`src/hw/serpent_inv_config.svh`:
```
// sizing macros for the serpent decryption slice, included by the package and the top level
`ifndef SERPENT_INV_CONFIG_SVH
`define SERPENT_INV_CONFIG_SVH

// cipher block and round key width
`define SERPENT_BLOCK_W 128

// 4-bit s-box columns per block, also the word width of the bitslice
`define SERPENT_NIBBLES 32

// pipeline depth, equal to the block latency
`define SERPENT_STAGES 8

// round keys held, whitening key sits at the top index
`define SERPENT_KEYS 9

`endif

```
`src/hw/serpent_inv_pkg.sv`:
```
// block, key and s-box table types shared by the decryption pipeline and its testbench
`include "serpent_inv_config.svh"

package serpent_inv_pkg;

	typedef logic [`SERPENT_BLOCK_W-1:0] block_t;
	typedef logic [`SERPENT_BLOCK_W-1:0] round_key_t;

	// valid addresses 0 to 8
	typedef logic [3:0] key_index_t;

	typedef logic [3:0] nibble_t;

	typedef round_key_t key_array_t [`SERPENT_KEYS];

	// standard serpent inverse s-boxes, indexed by box then input nibble
	localparam nibble_t sbox_inv_table [8][16] = '{
		// inv s0
		'{4'hd, 4'h3, 4'hb, 4'h0, 4'ha, 4'h6, 4'h5, 4'hc,
		  4'h1, 4'he, 4'h4, 4'h7, 4'hf, 4'h9, 4'h8, 4'h2},
		// inv s1
		'{4'h5, 4'h8, 4'h2, 4'he, 4'hf, 4'h6, 4'hc, 4'h3,
		  4'hb, 4'h4, 4'h7, 4'h9, 4'h1, 4'hd, 4'ha, 4'h0},
		// inv s2
		'{4'hc, 4'h9, 4'hf, 4'h4, 4'hb, 4'he, 4'h1, 4'h2,
		  4'h0, 4'h3, 4'h6, 4'hd, 4'h5, 4'h8, 4'ha, 4'h7},
		// inv s3
		'{4'h0, 4'h9, 4'ha, 4'h7, 4'hb, 4'he, 4'h6, 4'hd,
		  4'h3, 4'h5, 4'hc, 4'h2, 4'h4, 4'h8, 4'hf, 4'h1},
		// inv s4
		'{4'h5, 4'h0, 4'h8, 4'h3, 4'ha, 4'h9, 4'h7, 4'he,
		  4'h2, 4'hc, 4'hb, 4'h6, 4'h4, 4'hf, 4'hd, 4'h1},
		// inv s5
		'{4'h8, 4'hf, 4'h2, 4'h9, 4'h4, 4'h1, 4'hd, 4'he,
		  4'hb, 4'h6, 4'h5, 4'h3, 4'h7, 4'hc, 4'ha, 4'h0},
		// inv s6
		'{4'hf, 4'ha, 4'h1, 4'hd, 4'h5, 4'h3, 4'h6, 4'h0,
		  4'h4, 4'h9, 4'he, 4'h7, 4'h2, 4'hc, 4'h8, 4'hb},
		// inv s7
		'{4'h3, 4'h0, 4'h6, 4'hd, 4'h9, 4'he, 4'hf, 4'h8,
		  4'h5, 4'hc, 4'hb, 4'h7, 4'ha, 4'h1, 4'h4, 4'h2}
	};

endpackage

```
`src/hw/round_key_store.sv`:
```
// register file of the nine round keys, loaded one entry per write strobe
`timescale 1ns/1ps
`include "serpent_inv_config.svh"

module round_key_store import serpent_inv_pkg::*; (
	input  logic       clk,
	input  logic       arst_n,
	input  logic       key_we,
	input  key_index_t key_index,
	input  round_key_t key_data,
	output key_array_t keys
);

	logic [`SERPENT_KEYS-1:0] entry_we;

	// one-hot decode, out of range indices select nothing
	always_comb
	begin
		entry_we = '0;
		if (key_we && key_index < `SERPENT_KEYS)
		begin
			entry_we[key_index] = 1'b1;
		end
	end

	for (genvar i = 0; i < `SERPENT_KEYS; i++)
	begin : gen_entry
		always_ff @(posedge clk or negedge arst_n)
		begin
			if (!arst_n)
			begin
				keys[i] <= '0;
			end
			else if (entry_we[i])
			begin
				keys[i] <= key_data;
			end
		end
	end

endmodule

```
`config.mk`:
```
export PLATFORM = sky130hd
export DESIGN_NAME = round_key_store
export DESIGN_NICKNAME = d
export VERILOG_FILES = /design/src/hw/serpent_inv_pkg.sv /design/src/hw/round_key_store.sv
export VERILOG_INCLUDE_DIRS = /design/src /design/src/hw
export SDC_FILE = /design/constraint.sdc
export NUM_CORES = 1
export LEC_CHECK = 0
export BUFFER_PORTS_ARGS = -buffer_cell sky130_fd_sc_hd__buf_2
export CAP_MARGIN = 30
export CORE_AREA = 4 4 496 498
export DETAILED_ROUTE_END_ITERATION = 8
export DIE_AREA = 0 0 500 502
export HOLD_SLACK_MARGIN = 0.05
export PLACE_DENSITY_LB_ADDON = 0.2
export SETUP_SLACK_MARGIN = 0.3
export SYNTH_ARGS = -nofsm -noshare
export SYNTH_HDL_FRONTEND = slang
export SYNTH_SLANG_ARGS = --single-unit
```
`constraint.sdc`:
```
create_clock -name clk -period 1.1 [get_ports clk]
set_input_delay 0.165 -clock clk [delete_from_list [all_inputs] [get_ports clk]]
set_output_delay 0.165 -clock clk [all_outputs]
set_load 0.005 [all_outputs]
```
### After elaboration in Yosys (flattened, before gate mapping)

Index checks and enable logic that the tools add are counted.

* word-level logic and storage cells: 17
* register bits: 1152
* output and inout bits: 1152

* reduce and logical (&&, ||, !) cells: 2
* mux-type cells: 3
* $lt $le $gt $ge: 3

Operator list (count)
* $mux W9: 1
* $lt A4 B5 Y1 const B: 1
* $demux W1 S4: 1
* $ge A4 B1 Y1 const B: 1
* $lt A4 B4 Y1 const B: 1
* $logic_and A1 B1 Y1: 2
* $mux W1: 1

### Longest topological paths before layout

* word-level depth: 5
* mapped depth: 5
* mapped depth without buffers: 3

### Worst setup path after synthesis

No wires, ideal clock.

* path type: in2reg
* start point: in key_index[3]
* end point: reg keys[491] (netlist bit)
* data required time: 0.975 ns
* library setup time: 0.125 ns
* path slack: -0.323 ns
* data arrival time: 1.298 ns
* stages on the path: 5
* buffers on the path: 2
* cell sequence: nand2b_1 > nor3_1 > buf_2 > buf_2 > mux2_2

* longest elaborated chain between the ends: 5

Ends and longest elaborated chain
* from (decl): line round_key_store.sv:9 `input key_index_t key_index,`
* $lt A4 B5 Y1 (implied by the code) / $ge A4 B1 Y1 (equally long branches): line round_key_store.sv:22 `entry_we[key_index] = 1'b1;`
* $logic_and A1 B1 Y1 (implied by the code): line round_key_store.sv:22
* $mux W1 (implied by the code): line round_key_store.sv:22
* $demux W1 S4: line round_key_store.sv:22
* $mux W9 (*): line round_key_store.sv:20 `` if (key_we && key_index < `SERPENT_KEYS) ``
* to (signal, indexed assignment): line round_key_store.sv:36 `keys[i] <= key_data;`
* to (decl): line round_key_store.sv:11 `output key_array_t keys`

Every way passes the cells marked *; elsewhere a longest branch is shown, timed or not.
A chain may end at the register's enable or synchronous reset.

### Worst setup path in the final report

* start point: reg keys[708] (netlist bit)
* end point: out keys[708] (netlist bit)

No word-level cell between the ends.

==> metrics.txt <==
outcome complete, but fails checks; failing checks negative hold slack, negative setup slack; share of the synthesized area in the top cell type 0.677; EDFF count, synth 0; first-pass GRT wire length approximately 260,000 um; dominant cells by area after synthesis dfrtp_1, mux2_2, buf_2; layout cell share with drive strength beyond 1 0.700; overall global routing resource usage 0.143; routed wire length 186,000 um; die width 500 um; crit path DAT 1.35 ns; total power between 100 and 150 mW; CP Max Fanout 2; DP Worst Slack -0.831 ns; DRC violation count after routing 0; final setup vio count 1,152; fin nets 4,462; clock tree buffer depth 3; ys flop type dfrtp_1; Worst-Margin Slew 0.608 ns; critical path's slowest cell dfrtp_2; CTS clk-pin slew, worst paths 0.06 ns; CP Capture Type output pin; DR vias/cell 3.78; WL/cell 24.3 um; Iter 0 DRT Violations 1,052; final hold violations 6; grt ovf 0; num rows 181; FMAX roughly 0.66 GHz; Hold Crit Class primary input to asynchronous set/reset pin; crit-path cells buf_6; CTS tree yes; Mapped Cells 2,445; Die H 502 um; clk_lat worst skew 0.77 ns; Worst VDD drop 1270 uV; Slew Limit Fails 0; DP Area about 56,000 um2; routability congestion estimate from global placement around 0.77; starting density of the core 0.176; IO buf count ~1,300; setup ws final -0.418 ns; fraction of registers with async set/reset 1.00; Netlist Area Pre-Place roughly 43,000 um2; I/O Pins ~1,300; count leader, synth dfrtp_1; #FFs+latches synth 1,152; CTS Hold Bufs 128; Top Family by Delay on Critical Path flip-flops; number of global-route vias before repair 31,500; Num Clock Sinks approximately 1,200; HPWL after detailed placement 137,000 um; fin util 0.273; Filler cells approximately 25,000; Leak 31.4 nW; Largest Register keys; Pwr Density approximately 2100 nW/um2; Yosys cell types 15; final clock skew 0 ns; Design Area, Final 66,100 um2; area delta synth->final 55.3%; Rel. slew slack 0.595; Worst EP required 0.94 ns; CTS Buf Count 142; Warnings, synthesis 0; Avg Cell Area, Syn 17.4 um2; sequential fraction of the synthesis area 0.677; post-route antenna net violation count 0; CP Class flop to output pin; Max-Cap Viols 0; area leader, netlist dfrtp_1; critical path startpoint category flop; top post-synthesis cells by count dfrtp_1, mux2_2, buf_2, buf_6, clkbuf_1; die area 251,000 um2; Hold Slack -0.0187 ns; Tcrit/Tclk final 1.38; Post-Syn Nets 2,580; Largest regs keys (1152); clock root buffer clkbuf_16; worst stage delay on the critical path 0.45 ns; RSZ-0062 raised after global routing yes; Tmin final 1.52 ns; largest net degree at the start of global routing between 60 and 70; Worst Path Buf+Inv 1; max reg flops 1,152; antenna violations before repair 24; core area between 200,000 and 250,000 um2; H-Tree Depth 4; drt first pass iters 6; Vias between 20,000 and 30,000
[layout make-up]
cell class | count | area (um2) | area share
diodes | 5 | 12.5 | 0.000189
clock inverters | 29 | 424 | 0.00641
multi-input cells | 1167 | 13500 | 0.205
well taps | 3202 | 4010 | 0.0606
clock buffers | 223 | 4290 | 0.0649
flip-flops and latches | 1152 | 28800 | 0.436
repair buffers | 1864 | 15000 | 0.227
[where the power goes]
group	switching (mW)	total [mW]	internal, mW
Combinational	14.6	36.4	21.8
Sequential	6.00	58.3	52.3
Clock	19.1	47.4	28.2
Total	39.7	142	102
[cells by family (layout without fill, tap and decap cells)]
family / Yosys count / after routing / share of synthesized area
buffers and inverters: 126 / 2116 / 0.0167
DFF: 1152 / 1152 / 0.677
muxes: 1152 / 1152 / 0.305
other: 0 / 5 / 0
and+or+nand+nor: 15 / 15 / 0.00209
[metrics by stage]
step                      cells  setup TNS [ns]
after global routing       7640         -497.32
after detailed placement   7052         -702.03
after CTS                  7567         -508.70
after floorplan            2445         -224.16
final                      7642         -395.63
after global placement     7052         -698.89
[path summary, 6_finish.rpt]
| kind | from | endpoint | depth (start not counted) | slack [ns] |
|---|---|---|---|---|
| max in group asynchronous | arst_n | keys[716] | 4 | 0.37 |
| min in group clk | key_data[40] | keys[296] | 2 | 0.09 |
| setup reg to reg | keys[295] | keys[295] | 3 | 0.08 |
| setup / recovery | keys[708] | keys[708] | 1 | -0.42 |
| hold / removal | arst_n | keys[253] | 3 | -0.02 |
| hold reg to reg | keys[36] | keys[36] | 1 | 0.49 |
[what timing repair did]
item | 4_1_cts | 5_1_grt
setup buffers | 135 | 70
setup endpoints to repair | 2019 | 2192
resized for setup | 599 | 105
hold endpoints to repair | 2278 | 93
[cells in the final DEF, fill, tap and decap left out]
cell type,n
clkbuf_1,42
clkinv_4,2
buf_12,79
clkinv_8,3
or4_4,1
inv_16,2
dfrtp_1,1151
nor3b_1,1
clkbuf_16,146
bufinv_16,6
nor2_4,2
nand2b_4,1
buf_4,372
clkinv_2,12
or3_4,2
clkbuf_8,35
nand3_1,1
nor3_4,1
inv_6,2
mux2_2,1038
clkinv_16,2
mux2_4,112
diode_2,5
mux2_1,2
nand2_1,1
dlygate4sd3_1,128
nand2_4,1
nand3b_1,3
nor2_1,1
dfrtp_2,1
buf_2,812
buf_6,473
[layer usage]
metal / track usage / share of wire / wire length, um / up-vias
met5: 0 / 0 / 0 / -
met4: 0.0474 / 0.031 / 5800 / 0
met3: 0.0594 / 0.096 / 17800 / 258
met2: 0.237 / 0.48 / 88300 / 1131
met1: 0.168 / 0.40 / 73700 / 15000
li1: - / - / - / 12500
Power figures use the tool's default switching activity.
