### src/hw/serpent_inv_config.svh
// sizing macros for the serpent decryption slice, included by the package and the top level
`ifndef SERPENT_INV_CONFIG_SVH
`define SERPENT_INV_CONFIG_SVH

// cipher block and round key width
`define SERPENT_BLOCK_W 128

// 4-bit s-box columns per block, also the word width of the bitslice
`define SERPENT_NIBBLES 32

// pipeline depth, equal to the block latency
`define SERPENT_STAGES 8

// round keys held, whitening key sits at the top index
`define SERPENT_KEYS 9

`endif

### src/hw/serpent_inv_pkg.sv
// block, key and s-box table types shared by the decryption pipeline and its testbench
`include "serpent_inv_config.svh"

package serpent_inv_pkg;

	typedef logic [`SERPENT_BLOCK_W-1:0] block_t;
	typedef logic [`SERPENT_BLOCK_W-1:0] round_key_t;

	// valid addresses 0 to 8
	typedef logic [3:0] key_index_t;

	typedef logic [3:0] nibble_t;

	typedef round_key_t key_array_t [`SERPENT_KEYS];

	// standard serpent inverse s-boxes, indexed by box then input nibble
	localparam nibble_t sbox_inv_table [8][16] = '{
		// inv s0
		'{4'hd, 4'h3, 4'hb, 4'h0, 4'ha, 4'h6, 4'h5, 4'hc,
		  4'h1, 4'he, 4'h4, 4'h7, 4'hf, 4'h9, 4'h8, 4'h2},
		// inv s1
		'{4'h5, 4'h8, 4'h2, 4'he, 4'hf, 4'h6, 4'hc, 4'h3,
		  4'hb, 4'h4, 4'h7, 4'h9, 4'h1, 4'hd, 4'ha, 4'h0},
		// inv s2
		'{4'hc, 4'h9, 4'hf, 4'h4, 4'hb, 4'he, 4'h1, 4'h2,
		  4'h0, 4'h3, 4'h6, 4'hd, 4'h5, 4'h8, 4'ha, 4'h7},
		// inv s3
		'{4'h0, 4'h9, 4'ha, 4'h7, 4'hb, 4'he, 4'h6, 4'hd,
		  4'h3, 4'h5, 4'hc, 4'h2, 4'h4, 4'h8, 4'hf, 4'h1},
		// inv s4
		'{4'h5, 4'h0, 4'h8, 4'h3, 4'ha, 4'h9, 4'h7, 4'he,
		  4'h2, 4'hc, 4'hb, 4'h6, 4'h4, 4'hf, 4'hd, 4'h1},
		// inv s5
		'{4'h8, 4'hf, 4'h2, 4'h9, 4'h4, 4'h1, 4'hd, 4'he,
		  4'hb, 4'h6, 4'h5, 4'h3, 4'h7, 4'hc, 4'ha, 4'h0},
		// inv s6
		'{4'hf, 4'ha, 4'h1, 4'hd, 4'h5, 4'h3, 4'h6, 4'h0,
		  4'h4, 4'h9, 4'he, 4'h7, 4'h2, 4'hc, 4'h8, 4'hb},
		// inv s7
		'{4'h3, 4'h0, 4'h6, 4'hd, 4'h9, 4'he, 4'hf, 4'h8,
		  4'h5, 4'hc, 4'hb, 4'h7, 4'ha, 4'h1, 4'h4, 4'h2}
	};

endpackage

### src/hw/sbox_inv_layer.sv
// combinational inverse s-box layer over a bitsliced block, one table chosen by parameter
`timescale 1ns/1ps
`include "serpent_inv_config.svh"

module sbox_inv_layer import serpent_inv_pkg::*; #(
	parameter int SBOX_INDEX = 7
) (
	input  block_t state_in,
	output block_t state_out
);

	// word width of the bitslice, one bit per column
	localparam int W = `SERPENT_NIBBLES;

	nibble_t col_in  [W];
	nibble_t col_out [W];

	for (genvar i = 0; i < W; i++)
	begin : gen_col
		// gather bit i of words 3..0 into one nibble, word 0 at the lsb
		assign col_in[i] = {
			state_in[3*W + i],
			state_in[2*W + i],
			state_in[W + i],
			state_in[i]
		};

		assign col_out[i] = sbox_inv_table[SBOX_INDEX][col_in[i]];

		// scatter back into the four words
		assign state_out[i]       = col_out[i][0];
		assign state_out[W + i]   = col_out[i][1];
		assign state_out[2*W + i] = col_out[i][2];
		assign state_out[3*W + i] = col_out[i][3];
	end

endmodule

### src/hw/inv_round.sv
// one registered inverse serpent round: inverse linear transform, inverse s-box, key mix
`timescale 1ns/1ps

module inv_round import serpent_inv_pkg::*; #(
	parameter int SBOX_INDEX = 0
) (
	input  logic       clk,
	input  logic       arst_n,
	input  logic       in_valid,
	input  block_t     in_block,
	input  round_key_t round_key,
	output logic       valid,
	output block_t     block
);

	logic [31:0] x0;
	logic [31:0] x1;
	logic [31:0] x2;
	logic [31:0] x3;
	logic [31:0] t0;
	logic [31:0] t2;
	logic [31:0] y0;
	logic [31:0] y1;
	logic [31:0] y2;
	logic [31:0] y3;
	block_t      lt_out;
	block_t      sbox_out;

	assign {x3, x2, x1, x0} = in_block;

	// first half, undoes the last two steps of the forward transform
	assign t2 = {x2[21:0], x2[31:22]} ^ x3 ^ {x1[24:0], 7'h0};
	assign t0 = {x0[4:0], x0[31:5]} ^ x1 ^ x3;

	// second half
	assign y3 = {x3[6:0], x3[31:7]} ^ t2 ^ {t0[28:0], 3'h0};
	assign y1 = {x1[0], x1[31:1]} ^ t0 ^ t2;
	assign y2 = {t2[2:0], t2[31:3]};
	assign y0 = {t0[12:0], t0[31:13]};

	assign lt_out = {y3, y2, y1, y0};

	sbox_inv_layer #(
		.SBOX_INDEX(SBOX_INDEX)
	) sbox_inv_layer_inst (
		.state_in  (lt_out),
		.state_out (sbox_out)
	);

	always_ff @(posedge clk or negedge arst_n)
	begin
		if (!arst_n)
		begin
			valid <= 1'b0;
		end
		else
		begin
			valid <= in_valid;
		end
	end

	always_ff @(posedge clk)
	begin
		if (in_valid)
		begin
			block <= sbox_out ^ round_key;
		end
	end

endmodule

### config.mk
export PLATFORM = sky130hd
export DESIGN_NAME = inv_round
export DESIGN_NICKNAME = d
export VERILOG_FILES = /design/src/hw/serpent_inv_pkg.sv /design/src/hw/sbox_inv_layer.sv /design/src/hw/inv_round.sv
export VERILOG_INCLUDE_DIRS = /design/src /design/src/hw
export SDC_FILE = /design/constraint.sdc
export NUM_CORES = 1
export LEC_CHECK = 0
export ABC_AREA = 1
export ABC_CLOCK_PERIOD_IN_PS = 800
export BUFFER_PORTS_ARGS = -buffer_cell sky130_fd_sc_hd__buf_2
export CAP_MARGIN = 20
export CELL_PAD_IN_SITES_DETAIL_PLACEMENT = 0
export CELL_PAD_IN_SITES_GLOBAL_PLACEMENT = 2
export CORE_ASPECT_RATIO = 1.1
export CORE_MARGIN = 2
export CORE_UTILIZATION = 25
export DETAILED_ROUTE_END_ITERATION = 10
export PLACE_DENSITY = 0.91
export SLEW_MARGIN = 25
export SYNTH_ARGS = -nofsm -noshare
export SYNTH_HDL_FRONTEND = slang
export SYNTH_SLANG_ARGS = --single-unit
### constraint.sdc
create_clock -name clk -period 0.8 [get_ports clk]
set_input_delay 0.08 -clock clk [delete_from_list [all_inputs] [get_ports clk]]
set_output_delay 0.08 -clock clk [all_outputs]
set_load 0.05 [all_outputs]
**Word-level counts from Yosys, hierarchy flattened**

Memories as Yosys holds them, arrays and structs flattened.
Cells that the tools add are included.

- Register bits: 129
- Bits in read-only memories: 2048
- Bits of input ports: 259
- Output and inout bits: 129
- Memories kept: 32

- Order comparisons: 32
- Muxes and demuxes: 64
- Bitwise logic cells: 41

Memories:

| name | words | width | read ports | clocked after Yosys merged registers in | write ports | line | RTL |
|---|---|---|---|---|---|---|---|
| (no name shown) | 16 | 4 | 1 | 0 | 0 | sbox_inv_layer.sv:28 | `assign col_out[i] = sbox_inv_table[SBOX_INDEX][col_in[i]];` |
| (no name shown) | 16 | 4 | 1 | 0 | 0 | sbox_inv_layer.sv:28 |  |
| (no name shown) | 16 | 4 | 1 | 0 | 0 | sbox_inv_layer.sv:28 |  |
| (no name shown) | 16 | 4 | 1 | 0 | 0 | sbox_inv_layer.sv:28 |  |
| (no name shown) | 16 | 4 | 1 | 0 | 0 | sbox_inv_layer.sv:28 |  |
| (no name shown) | 16 | 4 | 1 | 0 | 0 | sbox_inv_layer.sv:28 |  |
| +26 memories | n/a | n/a | n/a | n/a | n/a | n/a |  |

Operator list:

| operator | count |
|---|---|
| $mux W4 | 64 |
| $xor A32 B32 Y32 | 8 |
| $ge A5 B5 Y1 const B | 32 |
| $not A4 Y5 | 32 |
| $xor A128 B128 Y128 | 1 |

**Longest topological paths before layout**

Gate-level depths: netlist of the first run.

- Depth in word-level cells: 9
- Depth in mapped cells: 16

**Cells and area by module**

Synthesis of the first run repeated with hierarchy kept, for this count alone.

- Cell total of the unflattened synthesis: 2471
- Area total of the unflattened synthesis: 14998.1 um2

By module, submodules not included:

| module | times used | cells an instance | area each (um2) | seq. area each (um2) |
|---|---|---|---|---|
| inv_round | 1 | 1405 | 9892.0 | 3868.7 |
| sbox_inv_layer | 1 | 1066 | 5106.1 | 0.0 |

**Least setup slack after synthesis of the first run**

No wires, ideal clock.

- Path type: input to register
- Start: input in_block[85]
- End: register block[95], data pin
- Setup time: 0.249 ns
- Arrival: 1.218 ns
- Required time: 0.551 ns
- Slack: -0.667 ns
- Stages: 12
- Path buffers: 0
- Cells stage by stage: or2_1 > nand2_1 > nand2_1 > nand2_1 > nand2_1 > nand3_1 > nand2_1 > or2_1 > nand2_1 > nand2_1 > nand2_1 > inv_1

- Word-level cells in the longest chain between the ends: 9

RTL lines:

| item | line | RTL |
|---|---|---|
| start: declaration | inv_round.sv:10 | `input block_t in_block,` |
| $xor A32 B32 Y32 * (2 in series) | inv_round.sv:32 | `assign t2 = {x2[21:0], x2[31:22]} ^ x3 ^ {x1[24:0], 7'h0};` |
| $xor A32 B32 Y32 (2 in series) | inv_round.sv:36 | `assign y3 = {x3[6:0], x3[31:7]} ^ t2 ^ {t0[28:0], 3'h0};` |
| $not A4 Y5 (implied by the code) * | sbox_inv_layer.sv:28 |  |
| $mem_v2 Z16 W4 * | n/a |  |
| $mux W4 (implied by the code) * (2 in series) | sbox_inv_layer.sv:28 |  |
| $xor A128 B128 Y128 * | inv_round.sv:66 | `block <= sbox_out ^ round_key;` |
| end signal: assignment | inv_round.sv:66 |  |
| end: declaration | inv_round.sv:13 | `output block_t block` |

Every way passes the cells marked *; elsewhere a longest branch is shown, timed or not. The select of a mux whose other input is x is not followed.
A chain may end at the register's enable or synchronous reset.

**Worst setup path after layout of the first run**

- Start: register block[79]
- End: output block[79]

No word-level cell between the ends.

==> reports/results.tsv, run 1 <==
stage	metric	value	unit
placement	PortBufs	387	
global_routing	total grt overflow	0	
critical_path	CP max-delay cell	edfxtp_1	
route	vias	21109	
global_routing	initial antenna violation count	5	
route	WL per Instance	19.4	um
timing	min Tclk post-route	1.23	ns
critical_path	kind of cell adding the most delay to the critical path	flip-flops	
status	failing checks	negative setup slack	
yosys	Netlist cell types	21	
placement	routability-driven placement congestion ratio	0.886	
route	Remaining DRCs	0	
final_layout	Layout Nets	3784	
global_routing	global-route wire length before repair	115000	um
yosys	Yosys reg bits	129	
run	MaxCap Viol Count	0	
route	Vias/cell	4.91	
critical_path	Worst EP required	0.72	ns
die	Core Box Area	58300	um2
placement	pre-CTS WS	-0.958	ns
die	Die Height	258	um
timing	Slew @ Worst Pin	0.450	ns
clocking	Root Buffer	clkbuf_16	
yosys	Mean Syn Cell Area	5.82	um2
yosys	Cells after Synth	2523	
timing	Setup TNS	-73.96	ns
final_layout	commonest non-fill, non-tap cell in the layout	nand2_1	
route	Routed WL	83400	um
timing	final setup fails	257	
pwr	maximum vdd drop	1.66	mV
critical_path	Crit Path Max Fanout	1	
status	outcome	finished, violations left	
route	antenna viol nets, final	0	
critical_path	Critical Path Source Type	register	
final_layout	cell area after layout	37200	um2
timing	RSZ-0062 raised after global routing	true	
timing	Max Slew Vio Count	0	
clocking	H-tree Lvls	4	
pwr	static leakage	0.0174	uW
placement	HPWL Detailed	59100	um
critical_path	slowest cell delay on critical path	0.46	ns
yosys	register area share after synthesis	26.3	%
timing	Achievable Freq	815	MHz
min_path	min-delay worst type	in -> reg	
critical_path	Arr. time, crit path	1.15	ns
global_routing	GRT Util Overall	24.6	%
global_routing	vias in the first global route	20857	
die	Die X	235	um
yosys	synthesized area	14700	um2
clocking	CTS Sinks	129	
final_layout	commonest non-fill, non-tap cells in the layout	nand2_1, nand2_4, buf_4	
pwr	pwr dens	1520	nW/um2
critical_path	crit path capture type	output port	
timing	relative slew slack	70.0	%
clocking	Clock transition at path regs	0.06	ns
global_routing	largest net degree at the start of global routing	23	
route	TritonRoute pass-1 iters	5	
placement	area post-placement	22800	um2
die	I/O Pins	388	
yosys	Yosys Warn Count	0	
route	1st-iter DRT viols	859	
timing	min setup slack post-route	-0.427	ns
yosys	Synth top area share	31.1	%
final_layout	Fillers	4342	
clocking	Num CTS Buffers	17	
critical_path	CP cell instances	buf_6	
die	Die ar.	60700	um2
yosys	leading area contributor after synthesis	nand2_1	
die	Initial Util	25.2	%
yosys	top post-synthesis cells by area	nand2_1, edfxtp_1, nand3_1, inv_1, xor2_1	
critical_path	critical path type	reg -> out	
final_layout	share of layout cells above drive strength 1	71.1	%
final_layout	P&R area growth vs syn	154	%
die	Cell Rows	93	
yosys	total nets after synthesis	2782	
critical_path	Buf+Inv Stages, Crit Path	1	
timing	Tcrit/Tclk final	153	%
timing	Final Hold Fails	0	
clocking	TritonCTS clock tree	yes	
clocking	Max clock buf depth	2	
final cells by class:
| type | instances | area [um2] | share of cell area [%] |
|---|---|---|---|
| Clock inverter | 14 | 201 | 0.541 |
| Inverter | 272 | 1710 | 4.60 |
| Sequential cell | 129 | 3870 | 10.4 |
| Clock buffer | 18 | 439 | 1.18 |
| Timing Repair Buffer | 989 | 9580 | 25.7 |
| Antenna cell | 4 | 10.0 | 0.0269 |
| Multi-Input combinational cell | 2116 | 20500 | 55.0 |
| Tap cell | 760 | 951 | 2.55 |
power by group:
| group | leakage (uW) | switching, uW | total (uW) | internal [uW] |
|---|---|---|---|---|
| logic | 0.0159 | 22200 | 37500 | 15300 |
| registers | 0.00126 | 685 | 10000 | 9340 |
| clock network | 0.000308 | 3660 | 8990 | 5320 |
| total | 0.0174 | 26600 | 56500 | 29900 |
synth_stat cells (all sizes together):
| library cell | instances |
|---|---|
| nand2 | 1269 |
| nand3 | 530 |
| inv | 272 |
| edfxtp | 128 |
| xor2 | 83 |
| nand3b | 67 |
| nor2 | 49 |
| a21oi | 40 |
| xnor2 | 37 |
| o21ai | 31 |
| or2 | 9 |
| clkbuf | 5 |
| a21o | 1 |
| buf | 1 |
| dfrtp | 1 |
routing by layer:
layer	routed length, um	part of all wire, %	global-route usage (%)
met3	3780	4.5	3.91
met4	3480	4.2	9.42
met5	13	0.016	0
met1	31800	38	28.9
met2	44400	53	44.7
logic make-up (layout without fill, tap and decap cells):
logic type	Yosys count	count (layout)	share of synthesized area (%)
buf+inv	278	1293	7.16
other cells	0	4	0
compound gates	72	72	2.47
xor+xnor	120	120	7.57
simple gates	1924	1924	56.5
flops	129	129	26.3
stage by stage:
step,cells,hold slack [ns],power (uW),utilization (%)
6_report,4302,0.00546,56500,63.9
5_1_grt,4302,0.0221,59400,63.9
4_1_cts,4252,0.0228,51100,55.8
3_5_place_dp,4031,-0.145,33500,39.0
3_3_place_gp,4031,-0.145,33400,39.0
2_1_floorplan,2523,-0.216,25700,-
flip-flops by register name, summed over array words and instances (netlist names):
| register | count |
|---|---|
| block | 128 |
| valid | 1 |
repair_timing:
action	CTS	global route
setup endpoints to repair	257	263
endpoints found under the hold margin	102	0
setup buffers	96	56
resized for setup	1849	895
hold buffers	102	0
pin swaps	707	577
path summary, 6_finish.rpt:
check                          start         to  slack (ns)  cells past startpoint
worst max-delay path       block[79]  block[79]       -0.43                      1
worst min-delay path        in_valid  block[25]       0.005                      2
max in group asynchronous     arst_n      valid        0.30                      3
min in group asynchronous     arst_n      valid        0.40                      3
Note: power is estimated with default switching activity, not from simulation.
==> run 2: changes to the inputs <==
--- a/config.mk
+++ b/config.mk
@@ -10,11 +10,9 @@
 export ABC_CLOCK_PERIOD_IN_PS = 800
 export BUFFER_PORTS_ARGS = -buffer_cell sky130_fd_sc_hd__buf_2
 export CAP_MARGIN = 20
-export CELL_PAD_IN_SITES_DETAIL_PLACEMENT = 0
-export CELL_PAD_IN_SITES_GLOBAL_PLACEMENT = 2
 export CORE_ASPECT_RATIO = 1.1
 export CORE_MARGIN = 2
-export CORE_UTILIZATION = 25
+export CORE_UTILIZATION = 50
 export DETAILED_ROUTE_END_ITERATION = 10
 export PLACE_DENSITY = 0.91
 export SLEW_MARGIN = 25
==> reports/results.tsv, run 2 <==
stage	metric	value	unit	change
status	outcome	aborted with a tool error		
status	Fail Step	clock tree synthesis (4_1_cts)		
status	Log Error	[ERROR DPL-0038] Utilization greater than 100%, impossible to legalize		
placement	post-placement cell count	3589		-11%
die	Die Height	184	um	-29%
die	Initial Util	51.0	%	+26 points
clocking	setup bufs post-CTS	103		+7.3%
placement	routability-driven placement congestion ratio	1.11		+25%
yosys	FFs w/ async S/R, synth	0.775	%	unchanged
yosys	EDFF count, synth	128		unchanged
yosys	leading area contributor after synthesis	nand2_1		
clocking	CTS Sinks	129		unchanged
die	Cell Rows	65		-30%
yosys	total nets after synthesis	2782		unchanged
yosys	top post-synthesis cells by area	nand2_1, edfxtp_1, nand3_1, inv_1, xor2_1		
yosys	dominant synthesized flop cell	edfxtp_1		
yosys	Yosys Warn Count	0		unchanged
die	Die X	167	um	-29%
placement	PortBufs	387		unchanged
placement	HPWL Detailed	54100	um	-8.4%
yosys	Netlist cell types	21		unchanged
placement	area post-placement	21800	um2	-4.2%
clocking	post-CTS sizing	1914		+3.5%
clocking	Num CTS Buffers	17		unchanged
clocking	Root Buffer	clkbuf_16		
die	I/O Pins	388		unchanged
clocking	hold_buf cts	98		-3.9%
yosys	commonest cells in the netlist	nand2_1, nand3_1, inv_1		
yosys	Synth top area share	31.1	%	unchanged
clocking	Max clock buf depth	2		unchanged
yosys	Yosys reg bits	129		unchanged
yosys	Mean Syn Cell Area	5.82	um2	unchanged
yosys	synthesized area	14700	um2	unchanged
yosys	most numerous cell in the Yosys netlist	nand2_1		
clocking	H-tree Lvls	4		unchanged
yosys	Cells after Synth	2523		unchanged
yosys	register area share after synthesis	26.3	%	unchanged
-- run 2: per-stage QoR --
stage	worst slack [ns]	util, %
3_5_place_dp	-0.981	75.7
3_3_place_gp	-0.875	75.7
2_1_floorplan	-0.650	-
-- run 2: cell families after synthesis --
logic type	after synthesis	synth area share (%)
simple gates	1924	56.5
flops	129	26.3
buf+inv	278	7.16
xor+xnor	120	7.57
compound gates	72	2.47
==> run 3: changes to the inputs <==
--- a/config.mk
+++ b/config.mk
@@ -7,14 +7,13 @@
 export NUM_CORES = 1
 export LEC_CHECK = 0
 export ABC_AREA = 1
-export ABC_CLOCK_PERIOD_IN_PS = 800
+export ABC_CLOCK_PERIOD_IN_PS = 1040
 export BUFFER_PORTS_ARGS = -buffer_cell sky130_fd_sc_hd__buf_2
 export CAP_MARGIN = 20
-export CORE_ASPECT_RATIO = 1.1
 export CORE_MARGIN = 2
-export CORE_UTILIZATION = 50
+export CORE_UTILIZATION = 40
 export DETAILED_ROUTE_END_ITERATION = 10
-export PLACE_DENSITY = 0.91
+export PLACE_DENSITY_LB_ADDON = 0.15
 export SLEW_MARGIN = 25
 export SYNTH_ARGS = -nofsm -noshare
 export SYNTH_HDL_FRONTEND = slang
==> constraint.sdc (replaced) <==
create_clock -name clk -period 1.04 [get_ports clk]
set_input_delay 0.104 -clock clk [delete_from_list [all_inputs] [get_ports clk]]
set_output_delay 0.104 -clock clk [all_outputs]
set_load 0.05 [all_outputs]
==> reports/results.tsv, run 3 <==
stage	metric	value	unit	change
status	outcome	aborted with a tool error		
status	Fail Step	global routing (5_1_grt)		
status	Log Error	[ERROR GRT-0232] Routing congestion too high. Check the congestion heatmap in the GUI.		
clocking	Max clock buf depth	2		unchanged
clocking	Root Buffer	clkbuf_16		
yosys	commonest cells in the netlist	nand2_1, nand3_1, inv_1		
placement	routability-driven placement congestion ratio	0.978		-12%
yosys	Yosys reg bits	129		unchanged
placement	HPWL Detailed	55000	um	+1.7%
global_routing	GRT Util Overall	102	%	
yosys	most numerous cell in the Yosys netlist	nand2_1		
clocking	H-tree Lvls	4		unchanged
die	Die Height	196	um	+6.5%
timing	worst setup endpoint GRT	block[4]$_DFFE_PP_/D		
yosys	EDFF count, synth	128		unchanged
yosys	FFs w/ async S/R, synth	0.775	%	unchanged
global_routing	total grt overflow	3561		
yosys	mux cell area share after synthesis	0	%	unchanged
timing	Worst EP kind	register input		
yosys	synthesized area	14700	um2	unchanged
yosys	Cells after Synth	2523		unchanged
die	Die X	196	um	+17%
yosys	Mean Syn Cell Area	5.82	um2	unchanged
die	Initial Util	40.4	%	-11 points
clocking	Num CTS Buffers	17		unchanged
yosys	Netlist cell types	21		unchanged
yosys	post-synthesis simple-gate area fraction	56.5	%	unchanged
placement	post-placement cell count	3718		+3.6%
yosys	Synth top area share	31.1	%	unchanged
yosys	dominant synthesized flop cell	edfxtp_1		
yosys	total nets after synthesis	2782		unchanged
die	Cell Rows	70		+7.7%
die	I/O Pins	388		unchanged
global_routing	largest net degree at the start of global routing	51		
yosys	Yosys Warn Count	0		unchanged
yosys	register area share after synthesis	26.3	%	unchanged
clocking	CTS Sinks	129		unchanged
yosys	top post-synthesis cells by area	nand2_1, edfxtp_1, nand3_1, inv_1, xor2_1		
yosys	Synth Area in XOR/XNOR	7.57	%	unchanged
placement	PortBufs	387		unchanged
yosys	Synth Area in Adders	0	%	unchanged
yosys	Compound-Gate Fraction of Synth Area	2.47	%	unchanged
yosys	largest family of logic cells by synthesized area	simple AND/OR/NAND/NOR gates		
yosys	leading area contributor after synthesis	nand2_1		
-- run 3: logic make-up after synthesis --
logic type	count (synthesis)
compound gates	72
xor+xnor	120
buf+inv	278
flops	129
simple gates	1924
-- run 3: routing by layer --
metal  track usage (%)  overflow
met1              90.5        60
met2               136      2784
met3              77.3        53
met4               115       660
met5              41.0         4
-- run 3: repair_timing --
action / 4_1_cts
pin swaps: 446
endpoints found under the setup margin: 257
setup buffers: 56
gates cloned: 0
resized for setup: 1253
hold endpoints to repair: 100
hold buffers: 99
-- run 3: stage by stage --
| step | worst slack, ns | area, um2 | util [%] | hold WS [ns] | TNS [ns] |
|---|---|---|---|---|---|
| after CTS | -0.181 | 29100 | 80.0 | 0.0431 | -14.69 |
| after detailed placement | -0.784 | 22200 | 61.2 | -0.121 | -83.79 |
| after global placement | -0.774 | 22200 | 61.2 | -0.120 | -79.39 |
| after floorplan | -0.434 | 17000 | - | -0.192 | -33.98 |
