`src/hw/serpent_inv_config.svh`:
```
// sizing macros for the serpent decryption slice, included by the package and the top level
`ifndef SERPENT_INV_CONFIG_SVH
`define SERPENT_INV_CONFIG_SVH

// cipher block and round key width
`define SERPENT_BLOCK_W 128

// 4-bit s-box columns per block, also the word width of the bitslice
`define SERPENT_NIBBLES 32

// pipeline depth, equal to the block latency
`define SERPENT_STAGES 8

// round keys held, whitening key sits at the top index
`define SERPENT_KEYS 9

`endif

```
`src/hw/serpent_inv_pkg.sv`:
```
// block, key and s-box table types shared by the decryption pipeline and its testbench
`include "serpent_inv_config.svh"

package serpent_inv_pkg;

	typedef logic [`SERPENT_BLOCK_W-1:0] block_t;
	typedef logic [`SERPENT_BLOCK_W-1:0] round_key_t;

	// valid addresses 0 to 8
	typedef logic [3:0] key_index_t;

	typedef logic [3:0] nibble_t;

	typedef round_key_t key_array_t [`SERPENT_KEYS];

	// standard serpent inverse s-boxes, indexed by box then input nibble
	localparam nibble_t sbox_inv_table [8][16] = '{
		// inv s0
		'{4'hd, 4'h3, 4'hb, 4'h0, 4'ha, 4'h6, 4'h5, 4'hc,
		  4'h1, 4'he, 4'h4, 4'h7, 4'hf, 4'h9, 4'h8, 4'h2},
		// inv s1
		'{4'h5, 4'h8, 4'h2, 4'he, 4'hf, 4'h6, 4'hc, 4'h3,
		  4'hb, 4'h4, 4'h7, 4'h9, 4'h1, 4'hd, 4'ha, 4'h0},
		// inv s2
		'{4'hc, 4'h9, 4'hf, 4'h4, 4'hb, 4'he, 4'h1, 4'h2,
		  4'h0, 4'h3, 4'h6, 4'hd, 4'h5, 4'h8, 4'ha, 4'h7},
		// inv s3
		'{4'h0, 4'h9, 4'ha, 4'h7, 4'hb, 4'he, 4'h6, 4'hd,
		  4'h3, 4'h5, 4'hc, 4'h2, 4'h4, 4'h8, 4'hf, 4'h1},
		// inv s4
		'{4'h5, 4'h0, 4'h8, 4'h3, 4'ha, 4'h9, 4'h7, 4'he,
		  4'h2, 4'hc, 4'hb, 4'h6, 4'h4, 4'hf, 4'hd, 4'h1},
		// inv s5
		'{4'h8, 4'hf, 4'h2, 4'h9, 4'h4, 4'h1, 4'hd, 4'he,
		  4'hb, 4'h6, 4'h5, 4'h3, 4'h7, 4'hc, 4'ha, 4'h0},
		// inv s6
		'{4'hf, 4'ha, 4'h1, 4'hd, 4'h5, 4'h3, 4'h6, 4'h0,
		  4'h4, 4'h9, 4'he, 4'h7, 4'h2, 4'hc, 4'h8, 4'hb},
		// inv s7
		'{4'h3, 4'h0, 4'h6, 4'hd, 4'h9, 4'he, 4'hf, 4'h8,
		  4'h5, 4'hc, 4'hb, 4'h7, 4'ha, 4'h1, 4'h4, 4'h2}
	};

endpackage

```
`src/hw/sbox_inv_layer.sv`:
```
// combinational inverse s-box layer over a bitsliced block, one table chosen by parameter
`timescale 1ns/1ps
`include "serpent_inv_config.svh"

module sbox_inv_layer import serpent_inv_pkg::*; #(
	parameter int SBOX_INDEX = 7
) (
	input  block_t state_in,
	output block_t state_out
);

	// word width of the bitslice, one bit per column
	localparam int W = `SERPENT_NIBBLES;

	nibble_t col_in  [W];
	nibble_t col_out [W];

	for (genvar i = 0; i < W; i++)
	begin : gen_col
		// gather bit i of words 3..0 into one nibble, word 0 at the lsb
		assign col_in[i] = {
			state_in[3*W + i],
			state_in[2*W + i],
			state_in[W + i],
			state_in[i]
		};

		assign col_out[i] = sbox_inv_table[SBOX_INDEX][col_in[i]];

		// scatter back into the four words
		assign state_out[i]       = col_out[i][0];
		assign state_out[W + i]   = col_out[i][1];
		assign state_out[2*W + i] = col_out[i][2];
		assign state_out[3*W + i] = col_out[i][3];
	end

endmodule

```
`src/hw/undo_final_round.sv`:
```
// first pipeline stage, undoes the last encryption round with two key mixes around s-box 7
`timescale 1ns/1ps

module undo_final_round import serpent_inv_pkg::*; (
	input  logic       clk,
	input  logic       arst_n,
	input  logic       in_valid,
	input  block_t     in_block,
	input  round_key_t whitening_key,
	input  round_key_t round_key,
	output logic       valid,
	output block_t     block
);

	block_t whitened;
	block_t sbox_out;

	// strip the output whitening
	assign whitened = in_block ^ whitening_key;

	sbox_inv_layer #(
		.SBOX_INDEX(7)
	) sbox_inv_layer_inst (
		.state_in  (whitened),
		.state_out (sbox_out)
	);

	always_ff @(posedge clk or negedge arst_n)
	begin
		if (!arst_n)
		begin
			valid <= 1'b0;
		end
		else
		begin
			valid <= in_valid;
		end
	end

	// payload only moves with a valid block
	always_ff @(posedge clk)
	begin
		if (in_valid)
		begin
			block <= sbox_out ^ round_key;
		end
	end

endmodule

```
`config.mk`:
```
export PLATFORM = sky130hd
export DESIGN_NAME = undo_final_round
export DESIGN_NICKNAME = d
export VERILOG_FILES = /design/src/hw/serpent_inv_pkg.sv /design/src/hw/sbox_inv_layer.sv /design/src/hw/undo_final_round.sv
export VERILOG_INCLUDE_DIRS = /design/src /design/src/hw
export SDC_FILE = /design/constraint.sdc
export NUM_CORES = 1
export LEC_CHECK = 0
export BUFFER_PORTS_ARGS = -buffer_cell sky130_fd_sc_hd__buf_2
export CORE_AREA = 2 2 202 204
export DETAILED_ROUTE_END_ITERATION = 8
export DIE_AREA = 0 0 204 206
export HOLD_SLACK_MARGIN = 0.1
export SYNTH_ARGS = -nofsm -noshare
export SYNTH_HDL_FRONTEND = slang
export SYNTH_SLANG_ARGS = --single-unit
export TNS_END_PERCENT = 20
```
`constraint.sdc`:
```
create_clock -name clk -period 0.8 [get_ports clk]
set_input_delay 0.04 -clock clk [delete_from_list [all_inputs] [get_ports clk]]
set_output_delay 0.04 -clock clk [all_outputs]
set_load 0.005 [all_outputs]
```
## Word-level counts from Yosys, hierarchy flattened

Memory sizes are Yosys's and may differ from the RTL's.
Cells that the tools add are included.

- $mul: 0
- Reduce and logical (&&, ||, !) cells: 0
- Shift-type cells: 0
- Bitwise operators: 34
- Eq/ne operators: 0
- Div/mod/pow operators: 0
- Muxes and demuxes: 64
- Add/sub/neg operators: 0
- Order comparisons: 32

Operator list:

| cell | count |
|---|---|
| 4-bit 2-to-1 mux | 64 |
| 128-bit XOR | 2 |
| 5-bit >= comparator (second input constant) | 32 |
| 4-bit NOT with 5-bit output | 32 |

- RAM bits: 0
- Register bits: 129
- Bits of input ports: 387
- Memories: 32
- Bits in latches: 0
- ROM bits: 2048

Memories:

| name | words | bits a word | rd ports | clocked after memory_dff | write ports | RTL line | source |
|---|---|---|---|---|---|---|---|
| (no name shown) | 16 | 4 | 1 | 0 | 0 | sbox_inv_layer.sv:28 | `assign col_out[i] = sbox_inv_table[SBOX_INDEX][col_in[i]];` |
| (no name shown) | 16 | 4 | 1 | 0 | 0 | sbox_inv_layer.sv:28 |  |
| (no name shown) | 16 | 4 | 1 | 0 | 0 | sbox_inv_layer.sv:28 |  |
| (no name shown) | 16 | 4 | 1 | 0 | 0 | sbox_inv_layer.sv:28 |  |
| (no name shown) | 16 | 4 | 1 | 0 | 0 | sbox_inv_layer.sv:28 |  |
| (no name shown) | 16 | 4 | 1 | 0 | 0 | sbox_inv_layer.sv:28 |  |
| 26 more memories | - | - | - | - | - | - |  |

## Longest topological paths before layout

Gate-level depths: netlist (run 1).

- Depth in word-level cells: 6
- Depth in mapped cells: 7
- Gate-level depth less buffers: 7

## Modules after synthesis

From an unflattened synthesis (run 1), not the netlist that was laid out.

- Cell total of the unflattened synthesis: 1131
- Area, all modules: 12203.0 sq um

By module, submodules not included:

| module | area an instance (sq um) | times used | cells an instance | sequential area each (sq um) |
|---|---|---|---|---|
| undo_final_round | 6110.9 | 1 | 385 | 3868.7 |
| sbox_inv_layer | 6092.1 | 1 | 746 | 0.0 |

## Least setup slack after synthesis (run 1)

No wires, ideal clock.

- Path type: input to register
- From: in whitening_key[62]
- To: reg block[30], data pin
- Data required time: 0.542 ns
- Slack: -0.891 ns
- Arrival: 1.434 ns
- Path buffers: 0
- Stages on the path: 6
- Cells stage by stage: xnor2_1 > inv_1 > ha_1 > inv_1 > mux4_2 > xnor2_1

- Longest elaborated chain between the ends: 6

RTL lines:

| what | RTL line | source |
|---|---|---|
| from (decl) | undo_final_round.sv:9 | `input round_key_t whitening_key,` |
| 128-bit XOR | undo_final_round.sv:19 | `assign whitened = in_block ^ whitening_key;` |
| 4-bit NOT with 5-bit output (not written as such) | sbox_inv_layer.sv:28 |  |
| memory read 16 x 4 bit | - |  |
| 4-bit 2-to-1 mux (not written as such) (2 in a row) | sbox_inv_layer.sv:28 |  |
| 128-bit XOR | undo_final_round.sv:45 | `block <= sbox_out ^ round_key;` |
| to (signal assigned) | undo_final_round.sv:45 |  |
| to (decl) | undo_final_round.sv:12 | `output block_t block` |

No other way between the ends. The select of a mux whose other input is x is not followed.
A chain may end at the register's enable or synchronous reset.

## Worst setup path in the final report (run 1)

- From: in in_block[26]
- To: reg block[58], data pin

- Longest elaborated chain between the ends: 6

RTL lines:

| what | RTL line | source |
|---|---|---|
| from (decl) | undo_final_round.sv:8 | `input block_t in_block,` |
| 128-bit XOR | undo_final_round.sv:19 |  |
| 4-bit NOT with 5-bit output (not written as such) | sbox_inv_layer.sv:28 |  |
| memory read 16 x 4 bit | - |  |
| 4-bit 2-to-1 mux (not written as such) (2 in a row) | sbox_inv_layer.sv:28 |  |
| 128-bit XOR | undo_final_round.sv:45 |  |

No other way between the ends. The select of a mux whose other input is x is not followed.

==> impl_metrics.env, run 1 <==
export IMPL_final_max_slew_viol_count=0
export IMPL_gp_congestion=0.823
export IMPL_slew_headroom_pct=76.8
export IMPL_fin_crit_sh_pct=144
export IMPL_grt_pass1_vias=11300
export IMPL_seqPwrFrac_pct=27.5
export IMPL_synth_edf_count=128
export IMPL_cts_tree="built"
export IMPL_hold_viol_final=1
export IMPL_dr_pass1_iters=4
export IMPL_io_pins=516
export IMPL_wire_per_inst_um=15.6
export IMPL_p_per_area_mw_per_mm2=1510
export IMPL_cts_hold_buffers=130
export IMPL_multi_input_area_sq_mm=0.0106
export IMPL_synth_top_area_share_pct=30.2
export IMPL_p_comb_share_pct=48.2
export IMPL_required_ns=1.00
export IMPL_num_nets_final=2479
export IMPL_synthTopCellsByCount="ha_1 (192), edfxtp_1 (128), inv_1 (128)"
export IMPL_wl_um=38100
export IMPL_std_cell_rows=74
export IMPL_core_sq_mm=0.0402
export IMPL_crit_arrival_ns=1.35
export IMPL_fp_dieW_um=204
export IMPL_syn_num_nets=1571
export IMPL_whs_ns=-0.155
export IMPL_drive_above_1_share_pct=63.5
export IMPL_ys_seq_elements=129
export IMPL_synth_distinct_cells=18
export IMPL_portBuffers=515
export IMPL_ys_async_sr_fraction_pct=0.775
export IMPL_fill_cells=3236
export IMPL_violations="negative hold slack, negative setup slack"
export IMPL_cts_buffers=17
export IMPL_utilization_pct=57.8
export IMPL_min_path_cells=1
export IMPL_synth_main_ff_cell="edfxtp_1"
export IMPL_ant_nets=0
export IMPL_tightest_slew_ns=0.348
export IMPL_dp_cells=2238
export IMPL_hp_start="in_valid"
export IMPL_status="complete, but fails checks"
export IMPL_rsz0062_at_grt="true"
export IMPL_synth_top_area_cell="edfxtp_1"
export IMPL_swShare_pct=31.4
export IMPL_end_kind="register"
export IMPL_grt_max_degree=45
export IMPL_vias_per_cell=4.37
export IMPL_critPathBufInv=2
export IMPL_synth_warnings=0
export IMPL_syn_to_final_growth_pct=82.4
export IMPL_die_h_um=206
export IMPL_clockRootBuffer="clkbuf_16"
export IMPL_fin_ws_ns=-0.353
export IMPL_setup_viol=256
export IMPL_leakage_nw=10.4
export IMPL_netlist_area_sq_mm=0.0127
export IMPL_stdcell_count=2446
export IMPL_first_iter_violations=286
export IMPL_cts_buffer_depth=2
export IMPL_crit_type="input pin to register"
export IMPL_netlist_instances=992
export IMPL_synth_most_common_cell="ha_1"
export IMPL_path_cells="buf_8 > xnor2_4 > ha_4 > buf_6 > mux2_4 > mux2i_2 > xnor2_1"
export IMPL_ys_seq_area_share_pct=30.4
export IMPL_layout_min_cycle_time_ns=1.15
export IMPL_whs_endpoint="block[66]"
export IMPL_dpl_hpwl_um=29000
export IMPL_clockPowerShare_pct=24.3
export IMPL_num_vias=10700
export IMPL_grt_pass1_wl_um=56600
export IMPL_regArea_sq_mm=0.00387
export IMPL_yosys_top_cells_area="edfxtp_1 (30%), ha_1 (19%), mux4_2 (11%), mux2i_1 (9.5%), xnor2_1 (8.6%)"
export IMPL_critPathLaunchType="input pin"
export IMPL_antenna_found_initial=1
export IMPL_path_max_fanout=4
export IMPL_cts_sinks=129
export IMPL_vdd_drop_max_v=0.00159
export IMPL_p_int_mw=24.1
export IMPL_cap_violations=0
export IMPL_die_area_sq_mm=0.0420
export IMPL_fmax_ghz=0.867
export IMPL_p_switching_mw=11.1
export IMPL_cp_top_family="multiplexers"
export IMPL_grt_use_total_pct=17.4
export IMPL_crit_slowest_cell="mux2_4"
export IMPL_htree_levels=4
export IMPL_postSynthAreaPerCell_sq_um=12.8
export IMPL_drc=0
export IMPL_slowest_delay_ns=0.28
export IMPL_initial_utilization_pct=31.7
export IMPL_grt_overflow=0
export IMPL_clk_pin_slew_worst_paths_ns=0.07
export IMPL_hp_class="input pin to register"
-- logic make-up after synthesis --
logic type               synth area share, %
XOR/XNOR                                21.9
multiplexers                            21.3
AO/OA/AOI/OAI                           1.77
flip-flops                              30.4
adder cells (fa/ha/maj)                 18.9
AND/OR/NAND/NOR                         1.08
buffers and inverters                   4.69
-- state kept, by name, summed over array words and instances (netlist names) --
signal / count
block: 128
valid: 1
-- power by group through the flow --
stage                     clock network [mW]  registers (mW)  logic (mW)
after floorplan                            0            9.97        7.69
after global placement                     0            9.79        13.9
after detailed placement                   0            9.80        14.2
after CTS                               8.82            9.68        16.1
after global routing                    8.99            9.78        18.5
final                                   8.55            9.68        17.0
-- placed cells by master, fill, tap and decap left out, types with 3 or more instances in the layout --
cell             n
buf_12           3
xor2_2          25
xnor2_2         53
mux4_2          64
xor2_1          35
inv_1           67
edfxtp_1       128
inv_2           85
xnor2_1         80
nand3b_1         5
a22oi_1         12
buf_8           51
mux2i_1        113
buf_6          118
nor2_1          19
clkbuf_16       17
xor2_4          32
ha_1            98
inv_4            7
a22oi_2         12
ha_2            27
ha_4            67
clkinvlp_4       4
buf_2          392
o21ai_1          5
mux2i_2          6
nor2_2           5
buf_4          195
clkinv_2         3
mux2_2           3
xnor2_4         33
bufinv_16        4
dlygate4sd3_1  130
-- worst max path at each step --
stage          depth (start not counted)               from        end  slack [ns]
2_1_floorplan                          6       in_block[62]  block[30]       -0.67
3_3_place_gp                           5  whitening_key[39]  block[71]       -1.08
3_5_place_dp                           5  whitening_key[39]  block[71]       -1.09
4_1_cts                                1          block[35]  block[35]       -0.33
5_1_grt                                7       in_block[62]  block[30]       -0.36
6_report                               7       in_block[26]  block[58]       -0.35
-- through the flow --
step / power, mW / setup TNS (ns) / worst slack (ns) / cell area, sq um
detailed placement: 24.0 / -96.86 / -1.09 / 18700
global placement: 23.7 / -94.71 / -1.08 / 18700
CTS: 34.6 / -53.86 / -0.328 / 22400
finish: 35.2 / -52.53 / -0.353 / 23200
global route: 37.2 / -62.40 / -0.355 / 23200
floorplan: 17.7 / -61.15 / -0.665 / 13900
-- final cells by class --
type	count	share of cell area, %
Antenna cell	1	0.0108
Tap cell	532	2.87
Timing Repair Buffer	889	29.6
Clock buffer	17	1.83
Multi-Input combinational cell	704	45.5
Inverter	159	2.64
Sequential cell	129	16.7
Clock inverter	15	0.819
-- metal layers --
layer  global-route usage (%)  share of wire [%]  vias to the layer above
li1                         -                  -                     5200
met1                     18.8                 37                     5140
met2                     33.1                 55                      314
met3                     4.04                5.3                       44
met4                     6.31                2.1                        2
met5                        0              0.034                        -
-- timing repair --
| action | in CTS | in global routing |
|---|---|---|
| hold endpoints to repair | 241 | 59 |
| pin swaps | 163 | 121 |
| setup buffers | 32 | 17 |
| gates resized for setup | 371 | 175 |
| endpoints found under the setup margin | 257 | 257 |
No activity file was read; power rests on OpenSTA's default activity.
==> inputs of run 2 (changes only) <==
- ABC_AREA: default -> 1
- CORE_AREA: 2 2 202 204 -> default
- CORE_ASPECT_RATIO: default -> 0.8
- CORE_MARGIN: default -> 2
- CORE_UTILIZATION: default -> 41
- DIE_AREA: 0 0 204 206 -> default
- PLACE_DENSITY: default -> 0.7
==> impl_metrics.env, run 2 <==
export IMPL_vias_per_cell=4.73
export IMPL_regArea_sq_mm=0.00387
export IMPL_netlist_area_sq_mm=0.0156
export IMPL_yosys_top_cells_area="nand2_1 (31%), edfxtp_1 (25%), ha_1 (15%), inv_1 (10%), nand3_1 (8.3%)"
export IMPL_p_switching_mw=11.1
export IMPL_grt_overflow=0
export IMPL_multi_input_area_sq_mm=0.0120
export IMPL_p_per_area_mw_per_mm2=1240
export IMPL_dp_cells=3603
export IMPL_portBuffers=515
export IMPL_whs_ns=-0.0184
export IMPL_post_cts_buffers=0
export IMPL_crit_slowest_cell="edfxtp_1"
export IMPL_num_vias=17900
export IMPL_fp_dieW_um=222
export IMPL_crit_type="register to output port"
export IMPL_stdcell_count=3787
export IMPL_synth_distinct_cells=15
export IMPL_synth_most_common_cell="nand2_1"
export IMPL_netlist_instances=2494
export IMPL_die_h_um=179
export IMPL_dr_pass1_iters=6
export IMPL_grt_pass1_wl_um=79400
export IMPL_hp_class="input pin to register"
export IMPL_die_area_sq_mm=0.0397
export IMPL_dpl_hpwl_um=41000
export IMPL_critPathBufInv=1
export IMPL_initial_utilization_pct=41.9
export IMPL_synth_main_ff_cell="edfxtp_1"
export IMPL_num_nets_final=3844
export IMPL_cap_violations=0
export IMPL_cts_tree="built"
export IMPL_tightest_slew_ns=0.360
export IMPL_clockRootBuffer="clkbuf_16"
export IMPL_drive_above_1_share_pct=34.7
export IMPL_wl_um=50300
export IMPL_cts_buffer_depth=2
export IMPL_crit_arrival_ns=1.04
export IMPL_ys_seq_elements=129
export IMPL_path_max_fanout=1
export IMPL_fmax_ghz=0.929
export IMPL_slowest_delay_ns=0.43
export IMPL_grt_pass1_vias=17300
export IMPL_p_comb_share_pct=45.0
export IMPL_fin_ws_ns=-0.276
export IMPL_clk_pin_slew_worst_paths_ns=0.07
export IMPL_ys_async_sr_fraction_pct=0.775
export IMPL_final_max_slew_viol_count=0
export IMPL_dpl_cell_area_sq_mm=0.0214
export IMPL_drc=0
export IMPL_end_kind="output port"
export IMPL_seqPwrFrac_pct=30.3
export IMPL_cts_sinks=129
export IMPL_fill_cells=3222
export IMPL_synth_top_area_share_pct=31.0
export IMPL_setup_viol=214
export IMPL_layout_common_cells="nand2_1 (1120), buf_2 (475), inv_1 (320), nand3_1 (179), ha_1 (159)"
export IMPL_antenna_found_initial=27
export IMPL_wire_per_inst_um=13.3
export IMPL_synthTopCellsByCount="nand2_1 (1292), inv_1 (421), nand3_1 (258)"
export IMPL_syn_num_nets=3073
export IMPL_p_int_mw=18.5
export IMPL_status="complete, but fails checks"
export IMPL_ant_nets=0
export IMPL_required_ns=0.76
export IMPL_cp_top_family="flip-flops"
export IMPL_fin_crit_sh_pct=135
export IMPL_largest_register="block"
export IMPL_reg_largest_list="block: 128 flops, valid: 1 flops"
export IMPL_syn_to_final_growth_pct=52.9
export IMPL_swShare_pct=37.4
export IMPL_io_pins=516
export IMPL_hold_viol_final=1
export IMPL_largest_reg_flops=128
export IMPL_synth_warnings=0
export IMPL_std_cell_rows=63
export IMPL_leakage_nw=13.6
export IMPL_cts_buffers=17
export IMPL_core_sq_mm=0.0374
export IMPL_grt_max_degree=34
export IMPL_final_cell_area_sq_mm=0.0239
export IMPL_gp_congestion=0.907
export IMPL_cts_hold_buffers=130
export IMPL_postSynthAreaPerCell_sq_um=6.27
export IMPL_synth_top_area_cell="nand2_1"
export IMPL_rsz0062_at_grt="true"
export IMPL_final_common_cell="nand2_1"
export IMPL_grt_use_total_pct=24.6
export IMPL_first_iter_violations=902
export IMPL_path_cells="buf_2"
export IMPL_critPathLaunchType="register"
export IMPL_clockPowerShare_pct=24.6
export IMPL_vdd_drop_max_v=0.00121
export IMPL_layout_min_cycle_time_ns=1.08
export IMPL_ys_seq_area_share_pct=24.7
export IMPL_synth_edf_count=128
export IMPL_slew_headroom_pct=75.8
export IMPL_violations="negative hold slack, negative setup slack"
export IMPL_htree_levels=4
==> run 2: through the flow <==
step / hold slack, ns / setup slack (ns) / setup TNS [ns] / utilization, % / power (mW)
2_1_floorplan: -0.256 / -0.299 / -33.70 / - / 16.3
3_3_place_gp: -0.186 / -0.554 / -62.23 / 57.3 / 20.8
3_5_place_dp: -0.179 / -0.586 / -65.99 / 57.3 / 21.2
4_1_cts: -0.0395 / -0.314 / -30.00 / 62.7 / 29.3
5_1_grt: -0.0343 / -0.318 / -40.50 / 64.0 / 31.7
6_report: -0.0184 / -0.276 / -27.79 / 64.0 / 29.6
==> run 2: path summary, 6_finish.rpt <==
kind,slack (ns),start,end,depth (start not counted)
min in group asynchronous,0.42,arst_n,valid,3
worst max-delay path,-0.28,block[87],block[87],1
worst min-delay path,-0.02,in_valid,valid,2
max in group asynchronous,0.27,arst_n,valid,3
==> run 2: cell type report <==
| cell class | instances | share of cell area, % |
|---|---|---|
| antenna | 22 | 0.230 |
| clock inverter | 7 | 0.157 |
| tap | 487 | 2.55 |
| sequential | 129 | 16.2 |
| multi-input combinational | 1942 | 50.0 |
| inverter | 423 | 8.39 |
| clock buffer | 25 | 1.99 |
| timing repair buffer | 752 | 20.5 |
==> run 2: cells by family (layout without fill, tap and decap cells) <==
logic type                 count (synthesis)  in the layout  share of synthesized area (%)
DFF                                      129            129                           24.7
adders and majority gates                192            192                           15.4
and+or+nand+nor                         1696           1696                           45.5
AOI/OAI and AO/OA                          2              2                         0.0640
buffers and inverters                    423           1207                           10.1
other                                      0             22                              0
xor gates and xnor gates                  52             52                           4.16
==> run 2: per-layer routing <==
metal,global-route usage (%),vias to the layer above,share of wire [%]
li1,-,9135,-
met1,27.2,8161,39
met2,44.7,471,50
met3,6.54,122,6.2
met4,11.1,12,3.8
met5,0,-,0.16
==> run 2: timing repair <==
item,in CTS,in global routing
endpoints found under the setup margin,241,257
cloned,0,0
endpoints found under the hold margin,214,74
pin swaps,35,36
resized for setup,61,132
==> run 2: power groups by stage <==
stage               logic (mW)  clock network [mW]  registers (mW)
floorplan                 7.16                   0            9.17
global placement          11.7                   0            9.09
detailed placement        12.1                   0            9.09
CTS                       12.8                7.43            8.97
global route              15.0                7.70            9.04
finish                    13.3                7.28            8.98
